### config.mk
export PLATFORM = sky130hd
export DESIGN_NAME = lease_table
export DESIGN_NICKNAME = d
export VERILOG_FILES = /design/src/hw/lease_pkg.sv /design/src/hw/lease_table.sv
export SDC_FILE = /design/constraint.sdc
export NUM_CORES = 1
export LEC_CHECK = 0
export BUFFER_PORTS_ARGS = -buffer_cell sky130_fd_sc_hd__buf_2
export CAP_MARGIN = 20
export CORE_UTILIZATION = 45
export CTS_CLUSTER_SIZE = 14
export DETAILED_ROUTE_END_ITERATION = 12
export PLACE_DENSITY_LB_ADDON = 0.3
export SLEW_MARGIN = 20
export SYNTH_ARGS = -nofsm -noshare
export SYNTH_HDL_FRONTEND = slang
export SYNTH_SLANG_ARGS = --single-unit
### constraint.sdc
create_clock -name clock_i -period 2.2 [get_ports clock_i]
set_input_delay 0.22 -clock clock_i [delete_from_list [all_inputs] [get_ports clock_i]]
set_output_delay 0.22 -clock clock_i [all_outputs]
set_load 0.01 [all_outputs]
### src/hw/lease_pkg.sv
package lease_pkg;

	// address layout
	// ----------------------------------------
	localparam int ADDR_W        = 16;               // word address
	localparam int OFFSET_W      = 2;                // word within block
	localparam int BLOCK_WORDS   = 1 << OFFSET_W;    // 4 words per block
	localparam int TAG_W         = ADDR_W - OFFSET_W;

	// cache geometry
	// ----------------------------------------
	localparam int LINES         = 4;                // fully associative
	localparam int LINE_W        = 2;
	localparam int LEASE_W       = 8;
	localparam int TABLE_ENTRIES = 8;                // lease table size
	localparam int TABLE_W       = 3;
	localparam int DATA_W        = 32;

	// common types
	typedef logic [ADDR_W-1:0]   addr_t;
	typedef logic [TAG_W-1:0]    tag_t;
	typedef logic [OFFSET_W-1:0] offset_t;
	typedef logic [LEASE_W-1:0]  lease_t;
	typedef logic [LINE_W-1:0]   line_idx_t;
	typedef logic [DATA_W-1:0]   data_t;

	// lease for a tag the table does not know
	localparam lease_t DEFAULT_LEASE = 8'd2;

endpackage
### src/hw/lease_table.sv
`timescale 1ns/1ps

module lease_table
	import lease_pkg::*;
(
	input  logic               clock_i,
	input  logic               resetn_i,

	// configuration write port
	input  logic               cfg_wr_i,     // one-cycle strobe
	input  logic [TABLE_W-1:0] cfg_idx_i,
	input  tag_t               cfg_tag_i,
	input  lease_t             cfg_lease_i,

	// lookup port
	input  tag_t               look_tag_i,
	output lease_t             look_lease_o  // combinational answer
);

	logic [TABLE_ENTRIES-1:0] valid_q;       // entry holds a tag
	tag_t                     tag_q   [TABLE_ENTRIES];
	lease_t                   lease_q [TABLE_ENTRIES];
	logic [TABLE_ENTRIES-1:0] match;

	// entry valid bits
	// ----------------------------------------
	always_ff @(posedge clock_i) begin
		if (!resetn_i) begin
			valid_q <= '0;                   // table empty after reset
		end else if (cfg_wr_i) begin
			valid_q[cfg_idx_i] <= 1'b1;
		end
	end

	// entry contents
	always_ff @(posedge clock_i) begin
		if (cfg_wr_i) begin
			tag_q[cfg_idx_i]   <= cfg_tag_i;
			lease_q[cfg_idx_i] <= cfg_lease_i;
		end
	end

	// lookup
	// ----------------------------------------
	always_comb begin
		for (int i = 0; i < TABLE_ENTRIES; i++) begin
			match[i] = valid_q[i] && (tag_q[i] == look_tag_i);
		end
	end

	// scan downward so the lowest matching entry is the last to write
	always_comb begin
		look_lease_o = DEFAULT_LEASE;       // unknown tag
		for (int i = TABLE_ENTRIES - 1; i >= 0; i--) begin
			if (match[i]) begin
				look_lease_o = lease_q[i];
			end
		end
	end

endmodule

==> run metrics <==
Nets 635; final setup violating endpoints 8; most used routing layer met2; Netlist Area Pre-Place 7757 um^2; DRC viols 0; top_reg_cell synth edfxtp_1; RSZ-0062 raised after global routing true; vias in the first global route 4,689; Worst VDD drop 0.0005079 V; Crit Path Class reg -> out; fin crit period 2.879 ns; most frequent cells in the layout edfxtp_1, xnor2_1, buf_4, buf_2, nand4_1; mean routed wirelength per cell 21.23 um; n_diodes 0; TritonCTS Sinks 184; met2 Use GR 0.3342; Post-synth EDFFs 176; Critical Path Start tag_q[6][5]; drt first-iter violations 398; vias per cell 5.454; reg-to-reg startpoint valid_q[1]; total congestion overflow 0; Hold Fails Final Rpt 0; P&R area growth vs syn 21.34%; Max clock buf depth 2; crit share post-route 1.309; CTS tree done; Synth Register Bits 184; Final Max Slew Viols 0; worst clock skew 0 ns; final worst slack -0.6790 ns; CP startpoint kind flop; Initial Util 0.4645; CP arrival 2.66 ns; DR pass1 iterations 5; failing checks negative setup slack; Synth cell types 39; slowest stage delay, CP 0.66 ns; CP Data Required Time 1.98 ns; post-route cell area 9413 um^2; vias post-DR 4,505; syn avg cell area 15.86 um^2; critical-path cell list xnor2_2 > nand4_1 > or4_4 > mux2i_1 > a31o_2 > o221ai_1 > buf_2; MaxCap Viol Count 0; first-pass GRT wire length 27,250 um; DP HPWL 11,870 um; cells after synthesis 489; LEAKAGE 3.221 nW; core area 16,700 um^2; worst-path fanout max 8; layout cells sized above 1 0.2838; Die Wd 133.3 um; Setup crit end look_lease_o[6]; antenna violations before repair 0; HP Class in -> reg; endpoint class of the critical path primary output; yosys warns 0; R2R Setup Slk 1.60 ns; Site Rows 47; IO buf count 49; CTS Buf Count 17; root buf cell clkbuf_16; max frequency 347.3 MHz; most common cell after layout, fill and taps aside edfxtp_1; reg2reg path depth 1; Die H 133.3 um; GPL Wtd Cong 0.7975; Reg clk slew, reported paths 0.06 ns; Worst R2R End valid_q[1]; Mapped Nets 531; slew at the pin closest to its max-slew limit 0.5528 ns; CP max-delay cell or4_4; met1 GRT Util 0.2885; Post-DRT Antenna Nets 0; Total Routed Length 17,530 um; total power 7.736 mW; Die Area 17,770 um^2; Placed Instance Area 8662 um^2; Max-Slew Margin vs Limit 0.6303; grt met3 use 0.05518; latest clock arrival within the worst-skew pair 0.43 ns; register area share after synthesis 0.7019; Fin Setup TNS -5.244 ns; CTS HTree Levels 4; power density over the cells 821.9 nW/um^2; Overall Global Routing Usage 0.2128; largest net degree at the start of global routing 24; outcome finished with violations; Setup WS pre-CTS -0.2990 ns; FFs w/ async S/R, synth 0; IO Count 50
## state kept, by name, indices dropped and copies added (netlist names)
register and flops:
lease_q 64, tag_q 112, valid_q 8
## kinds of logic after synthesis
| family | Yosys count | synth area share |
|---|---|---|
| DFF | 184 | 0.7019 |
| xor gates and xnor gates | 112 | 0.1318 |
| and+or+nand+nor | 102 | 0.08419 |
| AOI/OAI and AO/OA | 52 | 0.04758 |
| buffers and inverters | 32 | 0.02548 |
| muxes | 7 | 0.009033 |
## critical path, delay by kind of cell, from the launching register on
family / cells / cell delay, ns
mux: 1 / 0.18
compound gates: 2 / 0.40
xor+xnor: 1 / 0.22
flops: 1 / 0.41
buf+inv: 1 / 0.16
simple gates: 2 / 0.87
## metrics by stage
stage | hold WS (ns) | utilization | std cells
global route | 0.04615 | 0.5636 | 826
finish | 0.06248 | 0.5636 | 826
floorplan | 0.3189 | - | 489
global placement | 0.4459 | 0.5187 | 794
CTS | 0.04275 | 0.5616 | 827
detailed placement | 0.4569 | 0.5187 | 794
## synthesized netlist by cell type, types with 2 or more instances
| cell | count | area, um^2 |
|---|---|---|
| edfxtp_1 | 176 | 5285 |
| xnor2_1 | 107 | 937.2 |
| nand4_1 | 31 | 193.9 |
| a21oi_1 | 17 | 85.08 |
| nand2_1 | 17 | 63.81 |
| inv_1 | 10 | 37.54 |
| nor4_1 | 10 | 62.56 |
| nor2_1 | 9 | 33.78 |
| buf_2 | 8 | 40.04 |
| buf_6 | 8 | 90.09 |
| dfxtp_1 | 8 | 160.2 |
| o21a_1 | 8 | 60.06 |
| a22oi_1 | 7 | 52.55 |
| and3_1 | 7 | 43.79 |
| mux2i_1 | 7 | 70.07 |
| o221ai_1 | 7 | 61.31 |
| or3b_1 | 7 | 61.31 |
| nand3_1 | 6 | 30.03 |
| a31o_1 | 4 | 35.03 |
| nor4_4 | 4 | 85.08 |
| a31o_2 | 3 | 26.28 |
| clkbuf_1 | 3 | 11.26 |
| nand2b_1 | 3 | 18.77 |
| xnor2_2 | 3 | 48.80 |
| a21o_1 | 2 | 15.01 |
| buf_4 | 2 | 15.01 |
| nor3_1 | 2 | 10.01 |
| or4_1 | 2 | 15.01 |
## where the power goes
group	internal [mW]	switching, mW
clock	2.04	1.21
sequential	3.96	0.0413
combinational	0.211	0.284
total	6.20	1.53
## worst min path at each step
| stage | cells after the start | startpoint | endpoint | slack (ns) |
|---|---|---|---|---|
| 2_1_floorplan | 0 | cfg_lease_i[0] | lease_q[0][0] | 0.32 |
| 3_3_place_gp | 1 | valid_q[0] | valid_q[0] | 0.45 |
| 3_5_place_dp | 1 | valid_q[0] | valid_q[0] | 0.46 |
| 4_1_cts | 1 | cfg_lease_i[5] | lease_q[1][5] | 0.04 |
| 5_1_grt | 1 | cfg_lease_i[4] | lease_q[1][4] | 0.05 |
| 6_report | 1 | cfg_lease_i[6] | lease_q[1][6] | 0.06 |
## layout make-up
| cell class | instances | area, um^2 |
|---|---|---|
| clock buffers | 22 | 454.2 |
| flip-flops and latches | 184 | 5445 |
| inverters | 10 | 37.54 |
| multi-input cells | 273 | 2273 |
| repair buffers | 107 | 750.7 |
| clock inverters | 10 | 176.4 |
| fillers | 1314 | 7288 |
| well taps | 220 | 275.3 |
## per-layer routing
metal  vias to the layer above  wire, um
li1                       2058         -
met4                         0       266
met2                       157      8437
met3                        21      1092
met1                      2269      7737
met5                         -         0
## what timing repair did
action,CTS,global route
pin swaps,3,12
setup buffers,1,0
hold buffers,0,0
resized for setup,12,9
endpoints found under the setup margin,8,8
Power figures use the tool's default switching activity.
