File: config.mk
export PLATFORM = sky130hd
export DESIGN_NAME = lease_line
export DESIGN_NICKNAME = d
export VERILOG_FILES = /design/src/hw/lease_pkg.sv /design/src/hw/lease_line.sv
export SDC_FILE = /design/constraint.sdc
export NUM_CORES = 1
export LEC_CHECK = 0
export CAP_MARGIN = 20
export CORE_UTILIZATION = 45
export CTS_CLUSTER_DIAMETER = 30
export CTS_CLUSTER_SIZE = 8
export DETAILED_ROUTE_END_ITERATION = 8
export DONT_BUFFER_PORTS = 1
export HOLD_SLACK_MARGIN = 0.06
export PLACE_DENSITY = 0.63
export SYNTH_ARGS = -nofsm -noshare
export SYNTH_HDL_FRONTEND = slang
export SYNTH_SLANG_ARGS = --single-unit
File: constraint.sdc
create_clock -name clock_i -period 2.96 [get_ports clock_i]
set_input_delay 0.444 -clock clock_i [delete_from_list [all_inputs] [get_ports clock_i]]
set_output_delay 0.444 -clock clock_i [all_outputs]
set_load 0.01 [all_outputs]
File: src/hw/lease_pkg.sv
package lease_pkg;

	// address layout
	// ----------------------------------------
	localparam int ADDR_W        = 16;               // word address
	localparam int OFFSET_W      = 2;                // word within block
	localparam int BLOCK_WORDS   = 1 << OFFSET_W;    // 4 words per block
	localparam int TAG_W         = ADDR_W - OFFSET_W;

	// cache geometry
	// ----------------------------------------
	localparam int LINES         = 4;                // fully associative
	localparam int LINE_W        = 2;
	localparam int LEASE_W       = 8;
	localparam int TABLE_ENTRIES = 8;                // lease table size
	localparam int TABLE_W       = 3;
	localparam int DATA_W        = 32;

	// common types
	typedef logic [ADDR_W-1:0]   addr_t;
	typedef logic [TAG_W-1:0]    tag_t;
	typedef logic [OFFSET_W-1:0] offset_t;
	typedef logic [LEASE_W-1:0]  lease_t;
	typedef logic [LINE_W-1:0]   line_idx_t;
	typedef logic [DATA_W-1:0]   data_t;

	// lease for a tag the table does not know
	localparam lease_t DEFAULT_LEASE = 8'd2;

endpackage
File: src/hw/lease_line.sv
`timescale 1ns/1ps

module lease_line
	import lease_pkg::*;
(
	input  logic   clock_i,
	input  logic   resetn_i,

	// lookup side, shared by all lines
	input  tag_t   look_tag_i,
	input  logic   access_i,       // high in the lookup cycle
	input  logic   install_i,      // only for the selected line
	input  lease_t lease_i,        // lease from the table
	input  tag_t   install_tag_i,

	// status towards victim_select
	output logic   hit_o,
	output logic   expired_o,
	output lease_t lease_o
);

	logic   valid_q;
	tag_t   tag_q;
	lease_t lease_q;               // remaining lease

	assign hit_o     = valid_q && (tag_q == look_tag_i);
	assign expired_o = !valid_q || (lease_q == '0);   // free to evict
	assign lease_o   = lease_q;

	// valid bit, set once filled
	// ----------------------------------------
	always_ff @(posedge clock_i) begin
		if (!resetn_i) begin
			valid_q <= 1'b0;
		end else if (install_i) begin
			valid_q <= 1'b1;
		end
	end

	// lease countdown
	always_ff @(posedge clock_i) begin
		if (!resetn_i) begin
			lease_q <= '0;
		end else if (install_i) begin
			lease_q <= lease_i;                    // fresh block
		end else if (access_i) begin
			if (hit_o) begin
				lease_q <= lease_i;                // renew on hit
			end else if (valid_q && lease_q != '0) begin
				lease_q <= lease_q - lease_t'(1);  // saturates at zero
			end
		end
	end

	// tag of the resident block
	always_ff @(posedge clock_i) begin
		if (install_i) begin
			tag_q <= install_tag_i;
		end
	end

	// controller installs only after the lookup is over
	a_no_install_on_access: assert property (@(posedge clock_i) disable iff (!resetn_i)
		!(install_i && access_i));

endmodule

==> impl_metrics.tcl <==
set metrics [dict create \
    cts_buffer_depth 2 \
    fmax_mhz 420 \
    post-route-period-util_pct 80.5 \
    p_leak_nw 0.448 \
    slowest_delay_ns 0.47 \
    crit_path_frequent_cell "inv_1" \
    critPathMaxFanout 6 \
    period_needed_ns 2.38 \
    worstSkewPairLatency_ns 0.31 \
    yosys-top-cells-area "edfxtp_1 (33%), dfxtp_1 (14%), xnor2_1 (9.6%)" \
    worstHoldPathType "in2reg" \
    crit_chain "inv_1 -> ha_1 -> or3b_2 -> o21a_1 -> inv_1" \
    syn_inst 117 \
    outcome "finished clean" \
    required_ns 2.52 \
    cts_tree "yes" \
    numCtsBuffers 3 \
    grt_max_degree 21 \
    seq_area_frac_synth_pct 47.2 \
    worstMarginPinSlew_ns 0.763 \
    setup_tns_ns 0 \
    core_um2 2570 \
    drt_pre_antenna_iters 4 \
    hold_viol 0 \
    start_util_pct 49.6 \
    grtUsageTotal_pct 20.7 \
    yosysTopAreaCell "edfxtp_1" \
    synth_top_area_share_pct 33.0 \
    max-slew-margin-rel_pct 48.9 \
    remaining_drc_errors 0 \
    crit_path_start_kind "flip-flop" \
    synth_warnings 0 \
    avgSynthCellArea_um2 10.9 \
    cts.sinks 23 \
    ir_drop_mv 0.291 \
    hold_ws_ns 0.214 \
    dieWidth_um 55.2 \
    post-dp-hpwl_um 2080 \
    syn-num-nets 159 \
    ant_nets 0 \
    gp_congestion 0.791 \
    wirelength_um 2750 \
    post-cts-setup-buffer-count 0 \
    port_buffers 0 \
    row_count 18 \
    path_clk_slew_ns 0.13 \
    fin_nets 161 \
    setup_viol 0 \
    die-area_um2 3040 \
    endpoint_kind "output pin" \
    synth_seq_cells 23 \
    finClkSkew_ns 0.00548 \
    slew_violations 0 \
    clockRootBuffer "clkbuf_4" \
    drtIter0Drc 27 \
    die_h_um 55.2 \
    wl_per_cell_um 18.6 \
    rsz0062_at_grt "no" \
    antenna_cells 0 \
    ioPinCount 50 \
    nFillCells 239 \
    netlist_area_um2 1270 \
    drv_cap 0 \
    cp.arrival_ns 1.94 \
    antenna_found_initial 0 \
    ctsHoldBuffers 0 \
    grt_pass1_vias 912 \
    crit_slowest_cell "or3b_2" \
    cts_resized 0 \
    htree_levels 1 \
    grt_pass1_wl_um 4270 \
    overflow 0 \
    seq_area_um2 601 \
    layout-drive-gt1-share_pct 7.63 \
    power_density_nw_per_um2 512 \
    area_delta_synth_final_pct 4.03 \
    vias_per_cell 6.33 \
    vias 937 \
    worstSetupPathType "reg2out" \
    multi_input_area_um2 639 \
    synth.distinct_cells 34 \
]
[flip-flops by register name (all words and copies together) (netlist names)]
register,count
lease_o,8
valid_q,1
tag_q,14
[per-stage QoR]
stage / area, um2 / utilization [%] / total power, mW / instances / setup slack [ns]
floorplan: 1270 / - / 0.514 / 117 / 1.04
global placement: 1300 / 50.5 / 0.533 / 144 / 0.795
detailed placement: 1300 / 50.5 / 0.536 / 144 / 0.719
CTS: 1320 / 51.6 / 0.687 / 148 / 0.565
global route: 1320 / 51.6 / 0.720 / 148 / 0.437
finish: 1320 / 51.6 / 0.677 / 148 / 0.577
[where the power goes]
group	switching, mW	internal (mW)
clock	0.0978	0.0505
combinational	0.0701	0.0602
sequential	0.0301	0.369
total	0.198	0.479
[cells in the final DEF (no fill, tap or decap), types with 2 or more instances in the layout]
| cell | n |
|---|---|
| xnor2_1 | 14 |
| edfxtp_1 | 14 |
| nand2_1 | 10 |
| dfxtp_1 | 9 |
| o21a_1 | 8 |
| nand4_1 | 7 |
| mux2i_1 | 6 |
| o22ai_1 | 6 |
| inv_1 | 5 |
| nor4_1 | 4 |
| nor2_1 | 4 |
| nand3_1 | 3 |
| clkbuf_4 | 3 |
| nor3_1 | 2 |
| nor4b_1 | 2 |
| o21ai_0 | 2 |
| nor3b_1 | 2 |
| ha_1 | 2 |
[cell type report]
type                            instances  share of cell area (%)
Tap cell                               30                    2.84
Clock buffer                            3                    1.70
Sequential cell                        23                    45.4
Clock inverter                          1                   0.378
Inverter                                5                    1.42
Multi-Input combinational cell         86                    48.3
[routing by layer]
layer  global-route usage (%)  vias to the layer above  routed length, um
met2                     31.3                       31               1310
met4                     9.58                        0                 15
met1                     28.0                      452               1260
met3                     4.37                        2                159
li1                         -                      452                  -
met5                        0                        -                  0
[cells in the mapped netlist]
| master | count |
|---|---|
| a2111oi_0 | 1 |
| a21boi_1 | 1 |
| a221oi_1 | 1 |
| a2bb2oi_1 | 1 |
| a31oi_1 | 1 |
| buf_1 | 1 |
| buf_2 | 1 |
| clkbuf_2 | 1 |
| dfxtp_1 | 9 |
| edfxtp_1 | 14 |
| ha_1 | 2 |
| inv_1 | 5 |
| mux2i_1 | 6 |
| nand2_1 | 10 |
| nand3_1 | 3 |
| nand4_1 | 7 |
| nor2_1 | 4 |
| nor2b_1 | 1 |
| nor3_1 | 2 |
| nor3b_1 | 2 |
| nor4_1 | 4 |
| nor4_4 | 1 |
| nor4b_1 | 2 |
| o211ai_2 | 1 |
| o21a_1 | 8 |
| o21ai_0 | 2 |
| o21ai_1 | 1 |
| o22ai_1 | 6 |
| o32a_1 | 1 |
| o41ai_4 | 1 |
| or2_2 | 1 |
| or3b_2 | 1 |
| or4_1 | 1 |
| xnor2_1 | 14 |
[path summary, 6_finish.rpt]
path | to | slack, ns | cells past startpoint | startpoint
setup / recovery | expired_o | 0.58 | 5 | lease_o[0]$_SDFFE_PN0P_
hold / removal | tag_q[1]$_DFFE_PP_ | 0.21 | 0 | install_tag_i[1]
setup reg to reg | lease_o[3]$_SDFFE_PN0P_ | 0.79 | 5 | tag_q[4]$_DFFE_PP_
hold reg to reg | lease_o[5]$_SDFFE_PN0P_ | 0.55 | 2 | lease_o[5]$_SDFFE_PN0P_
[worst max-delay path: cells and delay by family, from the launching register on]
| kind | cells | cell delay (ns) |
|---|---|---|
| and+or+nand+nor | 1 | 0.47 |
| AOI/OAI and AO/OA | 1 | 0.26 |
| DFF | 1 | 0.41 |
| buffers and inverters | 2 | 0.29 |
| adders and majority gates | 1 | 0.19 |
[kinds of logic (layout without fill, tap and decap cells)]
kind of cell | after synthesis | after routing | share of synthesized area, %
multiplexers | 6 | 6 | 4.72
buffers and inverters | 8 | 9 | 2.56
flip-flops | 23 | 23 | 47.2
AND/OR/NAND/NOR | 39 | 39 | 18.0
AO/OA/AOI/OAI | 25 | 25 | 15.9
XOR/XNOR | 14 | 14 | 9.64
adder cells (fa/ha/maj) | 2 | 2 | 1.97
No activity file was read; power rests on OpenSTA's default activity.
