## src/hw/lease_pkg.sv

```systemverilog
package lease_pkg;

	// address layout
	// ----------------------------------------
	localparam int ADDR_W        = 16;               // word address
	localparam int OFFSET_W      = 2;                // word within block
	localparam int BLOCK_WORDS   = 1 << OFFSET_W;    // 4 words per block
	localparam int TAG_W         = ADDR_W - OFFSET_W;

	// cache geometry
	// ----------------------------------------
	localparam int LINES         = 4;                // fully associative
	localparam int LINE_W        = 2;
	localparam int LEASE_W       = 8;
	localparam int TABLE_ENTRIES = 8;                // lease table size
	localparam int TABLE_W       = 3;
	localparam int DATA_W        = 32;

	// common types
	typedef logic [ADDR_W-1:0]   addr_t;
	typedef logic [TAG_W-1:0]    tag_t;
	typedef logic [OFFSET_W-1:0] offset_t;
	typedef logic [LEASE_W-1:0]  lease_t;
	typedef logic [LINE_W-1:0]   line_idx_t;
	typedef logic [DATA_W-1:0]   data_t;

	// lease for a tag the table does not know
	localparam lease_t DEFAULT_LEASE = 8'd2;

endpackage
```

## src/hw/cache_controller.sv

```systemverilog
`timescale 1ns/1ps

module cache_controller
	import lease_pkg::*;
(
	input  logic      clock_i,
	input  logic      resetn_i,

	// requester
	input  logic      req_i,            // one-cycle strobe
	input  addr_t     addr_i,
	output logic      done_o,
	output data_t     data_o,
	output logic      flag_hit_o,
	output logic      flag_miss_o,
	output logic      flag_bypass_o,
	output logic      flag_expired_o,

	// lease table and lines
	output tag_t      look_tag_o,
	input  lease_t    look_lease_i,
	output logic      access_o,
	output logic      install_o,
	output line_idx_t install_line_o,
	input  logic      any_hit_i,
	input  line_idx_t hit_line_i,
	input  line_idx_t victim_line_i,
	input  logic      victim_expired_i,

	// memory
	output logic      mem_req_o,
	output logic      mem_block_o,
	output addr_t     mem_addr_o,
	input  logic      mem_valid_i,
	input  data_t     mem_data_i
);

	typedef enum logic [2:0] {
		ST_IDLE,
		ST_LOOKUP,
		ST_HIT_READ,     // done cycle of a hit, array read out
		ST_FILL,
		ST_BYPASS
	} state_t;

	state_t    state_q;
	addr_t     addr_q;               // registered request
	line_idx_t line_q;               // hit line or fill victim
	lease_t    lease_q;              // lease seen at lookup
	logic      vexp_q;               // victim was expired at lookup
	offset_t   cnt_q;                // fill word counter
	data_t     word_q;               // requested word on a miss
	data_t     data_mem [LINES][BLOCK_WORDS];
	logic      done_q, hit_q, miss_q, bypass_q, exp_q;
	logic      install_q, mem_req_q, mem_block_q;
	addr_t     mem_addr_q;
	tag_t      req_tag;
	offset_t   req_off;
	logic      accept;

	assign req_tag = addr_q[ADDR_W-1:OFFSET_W];
	assign req_off = addr_q[OFFSET_W-1:0];
	assign accept  = req_i && (state_q == ST_IDLE || state_q == ST_HIT_READ);

	// sequencing
	// ----------------------------------------
	always_ff @(posedge clock_i) begin
		if (!resetn_i) begin
			state_q   <= ST_IDLE;
			cnt_q     <= '0;
			done_q    <= 1'b0;
			hit_q     <= 1'b0;
			miss_q    <= 1'b0;
			bypass_q  <= 1'b0;
			exp_q     <= 1'b0;
			install_q <= 1'b0;
			mem_req_q <= 1'b0;
		end else begin
			// strobes default low
			done_q    <= 1'b0;
			hit_q     <= 1'b0;
			miss_q    <= 1'b0;
			bypass_q  <= 1'b0;
			exp_q     <= 1'b0;
			install_q <= 1'b0;
			mem_req_q <= 1'b0;
			case (state_q)
				ST_IDLE, ST_HIT_READ: begin
					state_q <= accept ? ST_LOOKUP : ST_IDLE;
				end
				ST_LOOKUP: begin
					if (any_hit_i) begin
						done_q  <= 1'b1;            // 2 cycles after req_i
						hit_q   <= 1'b1;
						state_q <= ST_HIT_READ;
					end else if (look_lease_i == '0) begin
						mem_req_q <= 1'b1;          // single word, not cached
						state_q   <= ST_BYPASS;
					end else begin
						mem_req_q <= 1'b1;          // whole block
						cnt_q     <= '0;
						state_q   <= ST_FILL;
					end
				end
				ST_FILL: begin
					if (mem_valid_i) begin
						cnt_q <= cnt_q + offset_t'(1);
						if (cnt_q == offset_t'(BLOCK_WORDS - 1)) begin
							done_q    <= 1'b1;
							miss_q    <= 1'b1;
							exp_q     <= vexp_q;
							install_q <= 1'b1;      // line takes tag and lease now
							state_q   <= ST_IDLE;
						end
					end
				end
				ST_BYPASS: begin
					if (mem_valid_i) begin
						done_q   <= 1'b1;
						bypass_q <= 1'b1;
						state_q  <= ST_IDLE;
					end
				end
				default: state_q <= ST_IDLE;
			endcase
		end
	end

	// request payload and data array
	// ----------------------------------------
	always_ff @(posedge clock_i) begin
		if (accept) begin
			addr_q <= addr_i;
		end
		if (state_q == ST_LOOKUP) begin
			line_q      <= any_hit_i ? hit_line_i : victim_line_i;
			lease_q     <= look_lease_i;
			vexp_q      <= victim_expired_i;
			mem_block_q <= (look_lease_i != '0);
			mem_addr_q  <= (look_lease_i != '0) ? {req_tag, {OFFSET_W{1'b0}}} : addr_q;
		end
		if (mem_valid_i && state_q == ST_BYPASS) begin
			word_q <= mem_data_i;
		end
		if (mem_valid_i && state_q == ST_FILL) begin
			data_mem[line_q][cnt_q] <= mem_data_i;   // words come in order
			if (cnt_q == req_off) begin
				word_q <= mem_data_i;                // requested word
			end
		end
	end

	assign look_tag_o     = req_tag;
	assign access_o       = (state_q == ST_LOOKUP);
	assign install_o      = install_q;
	assign install_line_o = line_q;
	assign done_o         = done_q;
	assign data_o         = (state_q == ST_HIT_READ) ? data_mem[line_q][req_off] : word_q;
	assign flag_hit_o     = hit_q;
	assign flag_miss_o    = miss_q;
	assign flag_bypass_o  = bypass_q;
	assign flag_expired_o = exp_q;
	assign mem_req_o      = mem_req_q;
	assign mem_block_o    = mem_block_q;
	assign mem_addr_o     = mem_addr_q;

	// one block request in flight until its install
	a_no_req_in_fill: assert property (@(posedge clock_i) disable iff (!resetn_i)
		(mem_req_o && mem_block_o) |=> (!mem_req_o until_with install_o));

	// table stays put while a fill is outstanding, so the line gets the lookup lease
	a_install_lease: assert property (@(posedge clock_i) disable iff (!resetn_i)
		install_o |-> (look_lease_i == lease_q));

endmodule

```

## config.mk

```make
export PLATFORM = sky130hd
export DESIGN_NAME = cache_controller
export DESIGN_NICKNAME = d
export VERILOG_FILES = /design/src/hw/lease_pkg.sv /design/src/hw/cache_controller.sv
export SDC_FILE = /design/constraint.sdc
export NUM_CORES = 1
export LEC_CHECK = 0
export BUFFER_PORTS_ARGS = -buffer_cell sky130_fd_sc_hd__buf_2
export CAP_MARGIN = 20
export CELL_PAD_IN_SITES_DETAIL_PLACEMENT = 1
export CELL_PAD_IN_SITES_GLOBAL_PLACEMENT = 2
export CORE_MARGIN = 2
export CORE_UTILIZATION = 40
export CTS_BUF_LIST = sky130_fd_sc_hd__clkbuf_4
export DETAILED_ROUTE_END_ITERATION = 12
export PLACE_DENSITY_LB_ADDON = 0.08
export SETUP_SLACK_MARGIN = 0.05
export SKIP_CTS_REPAIR_TIMING = 1
export SLEW_MARGIN = 20
export SYNTH_ARGS = -nofsm -noshare
export SYNTH_HDL_FRONTEND = slang
export SYNTH_SLANG_ARGS = --single-unit
export TNS_END_PERCENT = 10
```

## constraint.sdc

```tcl
create_clock -name clock_i -period 4.1 [get_ports clock_i]
set_clock_uncertainty 0.05 [all_clocks]
set_input_delay 0.615 -clock clock_i [delete_from_list [all_inputs] [get_ports clock_i]]
set_output_delay 0.615 -clock clock_i [all_outputs]
set_load 0.02 [all_outputs]
```

==> results.cfg, run 1 <==
[logic_synthesis]
syn-mean-instance-area_sq_um = 20.7
synth_cell_types = 41
synthFlopType = edfxtp_1
synth_edf_count = 548
syn_nets = 1172
synthArstFlopShare = 0
yosysWarnings = 0
synth_area_sq_um = 22800
synth_cells = 1102
synthTopCellsByArea = edfxtp_1 (72%), mux4_2 (6.3%), dfxtp_1 (3.9%)
ys_ff_latch = 593
synth_top_area_frac = 0.721
yosysSeqAreaShare = 0.761
yosysTopAreaCell = edfxtp_1

[floorplan]
pin_count = 139
die_y_um = 243
die_area_sq_um = 58900
core_sq_um = 56400
die_w_um = 243
initial_utilization = 0.405
fp-row-count = 87

[timing]
fin_crit_ns = 3.86
fin_ws_ns = 0.236
relSlewSlack = 0.393
rsz0062_at_grt = true
slew_viol_final = 0
hold_viol = 0
worst_slew_pin_slew_ns = 0.909
clock.fmax_mhz = 259
setup_viol = 0
tns_ns = 0
finalCritPeriodShare = 0.942

[detailed_routing]
wire_per_inst_um = 24.2
ant_nets = 0
drc_errors = 0
vias = 12000
drt_pre_antenna_iters = 5
via_per_inst = 5.18
wl_um = 56100
dr.first_iter.drc_count = 702

[pwr]
p_int_uw = 10100
power-per-cell-area_nw_per_um2 = 476
p_comb_frac = 0.077
ir_drop_mv = 0.229
leakage_uw = 0.00962
seq_power_share = 0.516
p_switching_uw = 2970
switching_share = 0.228
clkPwrFrac = 0.407

[status]
run_status = completed

[global_routing]
grt_pass1_vias = 13000
grt_pass1_wl_um = 82800
antenna_found_initial = 3
grt_max_degree = 48
track_usage = 0.194
gr-total-overflow = 0

[finish]
layout_commonest_cell = edfxtp_1
drive_gt1_frac = 0.402
layout.nets = 1510
design_area_sq_um = 27400
mostFrequentLayoutCells = edfxtp_1 (548), clkbuf_4 (263), buf_2 (138), mux2_2 (69), mux4_2 (64)
final_cells = 2322
area_growth_pct = 20.1
final_util = 0.486

[placement]
gp_congestion = 0.726
dp_hpwl_um = 30700
dp.cells = 1965
port_buffers = 138
place_worst_setup_slack_ns = 0.743
placed_area_sq_um = 24600

[clock_tree]
numCtsBuffers = 159
cts_tree = yes
cts.sinks = 593
h-tree-depth = 4
clk_path_buf_depth = 3
clk_latency_ns = 0.94
clkTransAtPathRegs_ns = 0.07
clk_root_buffer_cell = clkbuf_4

[setup_path]
crit_path_end_kind = primary output
crit_type = register to primary output
setup.worst_path.start_class = register
cp_max_fo = 38
worst-endpoint-required_ns = 3.43
crit_arrival_ns = 3.20

[worst_hold_path]
hold_class = input pin to register

[job]
max-cap-violations = 0
## power by group through the flow
stage	Combinational [uW]	Clock [uW]	Sequential [uW]
final	998	5310	6720
after global routing	1080	5800	6730
after CTS	953	5500	6730
after detailed placement	949	0	6860
after global placement	943	0	6850
after floorplan	618	0	6840
## Yosys cell counts (13+ instances only)
library cell  number
clkbuf_1          25
a22oi_1           32
o21ai_0           35
a22o_1            31
edfxtp_1         548
mux4_1            32
nor2_1            14
buf_4             22
o21ai_1           32
mux2i_1           63
mux2_2            69
dfxtp_1           45
buf_2             13
mux4_2            64
## worst paths after layout
kind / to / cells past startpoint / startpoint / slack [ns]
setup / recovery: data_o[27] / 6 / register / 0.24
hold / removal: state_q[2] / 5 / look_lease_i[2] / 0.05
setup reg to reg: data_mem[3][15] / 5 / state_q[0] / 1.27
hold reg to reg: mem_addr_o[9] / 0 / addr_q[9] / 0.39
## worst max-delay path, cell delays in order, from the launching register on
cell	delay, ns
dfxtp_4	0.48
buf_16	0.31
mux4_1	0.58
mux2_2	0.27
a22oi_1	0.27
o21ai_1	0.14
buf_2	0.18
## sequential cells by signal, summed over array words and instances, names as in the netlist, named ones only
name	count
install_o	1
flag_expired_o	1
addr_q	16
mem_block_o	1
data_mem	512
flag_hit_o	1
word_q	32
flag_bypass_o	1
done_o	1
mem_req_o	1
install_line_o	2
vexp_q	1
state_q	3
cnt_q	2
mem_addr_o	16
## cell type report
| type | instances | area [sq um] |
|---|---|---|
| repair buffers | 251 | 1850 |
| flip-flops and latches | 593 | 17400 |
| clock buffers | 263 | 1970 |
| multi-input cells | 430 | 5120 |
| inverters | 5 | 18.8 |
| diodes | 2 | 5.00 |
| clock inverters | 22 | 115 |
| fillers | 5444 | 29000 |
| well taps | 756 | 946 |
## metal layers
metal / share of wire / GRT usage / vias to the layer above
li1: - / - / 5323
met1: 0.44 / 0.256 / 6344
met4: 0.016 / 0.0635 / 2
met5: 0.00023 / 0 / -
met3: 0.042 / 0.0487 / 76
met2: 0.50 / 0.316 / 281
## logic make-up (layout without fill, tap and decap cells)
group / after synthesis / after routing / share of synthesized area
muxes: 228 / 228 / 0.162
DFF: 593 / 593 / 0.761
adders and majority gates: 4 / 4 / 0.00219
other: 0 / 2 / 0
buffers and inverters: 79 / 541 / 0.0210
AOI/OAI and AO/OA: 138 / 138 / 0.0398
xor gates and xnor gates: 2 / 2 / 0.000768
and+or+nand+nor: 58 / 58 / 0.0136
## per-stage QoR
stage	hold WS (ns)	power [uW]
after detailed placement	0.381	7810
after global placement	0.376	7800
final	0.0502	13000
after CTS	-0.352	13200
after global routing	0.0187	13600
after floorplan	0.370	7460
Note: power is estimated with default switching activity, not from simulation.
==> run 2, diff against run 1 <==
CELL_PAD_IN_SITES_DETAIL_PLACEMENT = 0   (was 1)
REMOVE_ABC_BUFFERS = 1   (was not set)
==> run 2 against run 1 <==
Compared with the run above:
- die area is the same
- largest cell class unchanged
- via count shrank 1.2%
- worst hold slack better by 0.078 ns
- clock power increased by 2%
- worst setup slack improved by 0.040 ns
- utilization up 0.28 points
==> results.cfg, run 2 (synthesized netlist as in run 1, its figures left out) <==
[setup_path]
r2r-start = state_q[0]
cp_max_fo = 11
crit_type = register to primary output
critPathMaxStageDelay_ns = 0.58
setup.worst_path.start_class = register
worst-endpoint-required_ns = 3.43
crit_chain = buf_4 -> buf_4 -> mux4_1 -> mux2_2 -> a22oi_1 -> o21ai_1 -> buf_2
timing.critical_path.mode_cell = buf_4
cp_slowest_cell = mux4_1
crit_arrival_ns = 3.16
crit_path_end_kind = primary output

[floorplan]
initial_utilization = 0.405
die_y_um = 243
pin_count = 139
die_area_sq_um = 58900
core_sq_um = 56400
fp-row-count = 87
die_w_um = 243

[timing]
hold_viol = 0
finalCritPeriodShare = 0.933
rsz0062_at_grt = true
slew_viol_final = 0
tns_ns = 0
fin_ws_ns = 0.276
setup_viol = 0
relSlewSlack = 0.431
fin_crit_ns = 3.82
worst_slew_pin_slew_ns = 0.852
clock.fmax_mhz = 262

[clock_tree]
numCtsBuffers = 162
clk_latency_ns = 0.98
clk_path_buf_depth = 3
clkTransAtPathRegs_ns = 0.07
cts.sinks = 593
h-tree-depth = 4
clk_root_buffer_cell = clkbuf_4
cts_tree = yes

[finish]
area_growth_pct = 20.8
n_fill_cell = 4921
top_register = data_mem
final_cells = 2342
design_area_sq_um = 27600
mostFrequentLayoutCells = edfxtp_1 (548), clkbuf_4 (270), buf_2 (138), mux2_2 (69), mux4_2 (64)
layout.nets = 1520
drive_gt1_frac = 0.405
layout_commonest_cell = edfxtp_1
top_regs = data_mem x512, word_q x32
largest_reg_flops = 512

[detailed_routing]
via_per_inst = 5.08
dr.first_iter.drc_count = 684
wire_per_inst_um = 22.7
drc_errors = 0
vias = 11900
drt_pre_antenna_iters = 5
wl_um = 53100
ant_nets = 0

[pwr]
power.total_uw = 13100
leakage_uw = 0.00970
power-per-cell-area_nw_per_um2 = 476
ir_drop_mv = 0.259

[placement]
dp.cells = 1962
place_worst_setup_slack_ns = 0.717
dp_hpwl_um = 28600
gp_congestion = 0.708
port_buffers = 138
placed_area_sq_um = 24500

[global_routing]
antenna_found_initial = 4
grt_pass1_vias = 12600
track_usage = 0.183
gr-total-overflow = 0
grt_max_degree = 53
grt_pass1_wl_um = 78200

[status]
run_status = completed

[job]
max-cap-violations = 0

[worst_hold_path]
hold_class = input pin to register
hp-start = look_lease_i[1]
[run 2: cell types whose count changed in the layout (fill, tap and decap cells not counted), sizes merged]
cell / before / now
inv: 10 / 12
clkinvlp: 0 / 1
buf: 194 / 197
clkinv: 16 / 17
dlygate4sd3: 57 / 59
diode: 2 / 5
clkbuf: 263 / 271
[run 2: critical path, delay by kind of cell, from the launching register on]
kind                   cells  cell delay (ns)
AO/OA/AOI/OAI              2             0.31
buffers and inverters      3             0.54
flip-flops                 1             0.45
multiplexers               2             0.86
[run 2: area by class of cell]
cell class,instances,area [sq um],share of cell area
Sequential cell,593,17400,0.630
Timing Repair Buffer,258,1940,0.0703
Antenna cell,5,12.5,0.000454
Tap cell,756,946,0.0343
Multi-Input combinational cell,430,5120,0.186
Inverter,5,18.8,0.000681
Clock inverter,26,135,0.00490
Clock buffer,269,2020,0.0733
[run 2: metal layers]
layer  up-vias  global-route usage  part of all wire
met2       319               0.285              0.48
met5         -                   0           0.00034
met3        62              0.0590             0.054
met4         4              0.0722             0.017
li1       5385                   -                 -
met1      6116               0.237              0.45
[run 2: worst paths after layout]
kind	to	depth (start not counted)	slack, ns
min reg2reg	mem_addr_o[9]	0	0.39
max reg2reg	data_mem[2][21]	5	1.37
min	state_q[0]	4	0.13
max	data_o[18]	7	0.28
[run 2: where the power goes]
group	leakage [uW]	switching (uW)	total [uW]	internal, uW
logic	0.00307	536	1000	463
registers	0.00531	51.2	6720	6670
clock network	0.00132	2390	5400	3000
[run 2: through the flow]
step	hold WS (ns)	util
3_5_place_dp	0.379	0.435
3_3_place_gp	0.377	0.435
5_1_grt	0.0542	0.489
4_1_cts	-0.382	0.473
6_report	0.128	0.489
2_1_floorplan	0.370	-
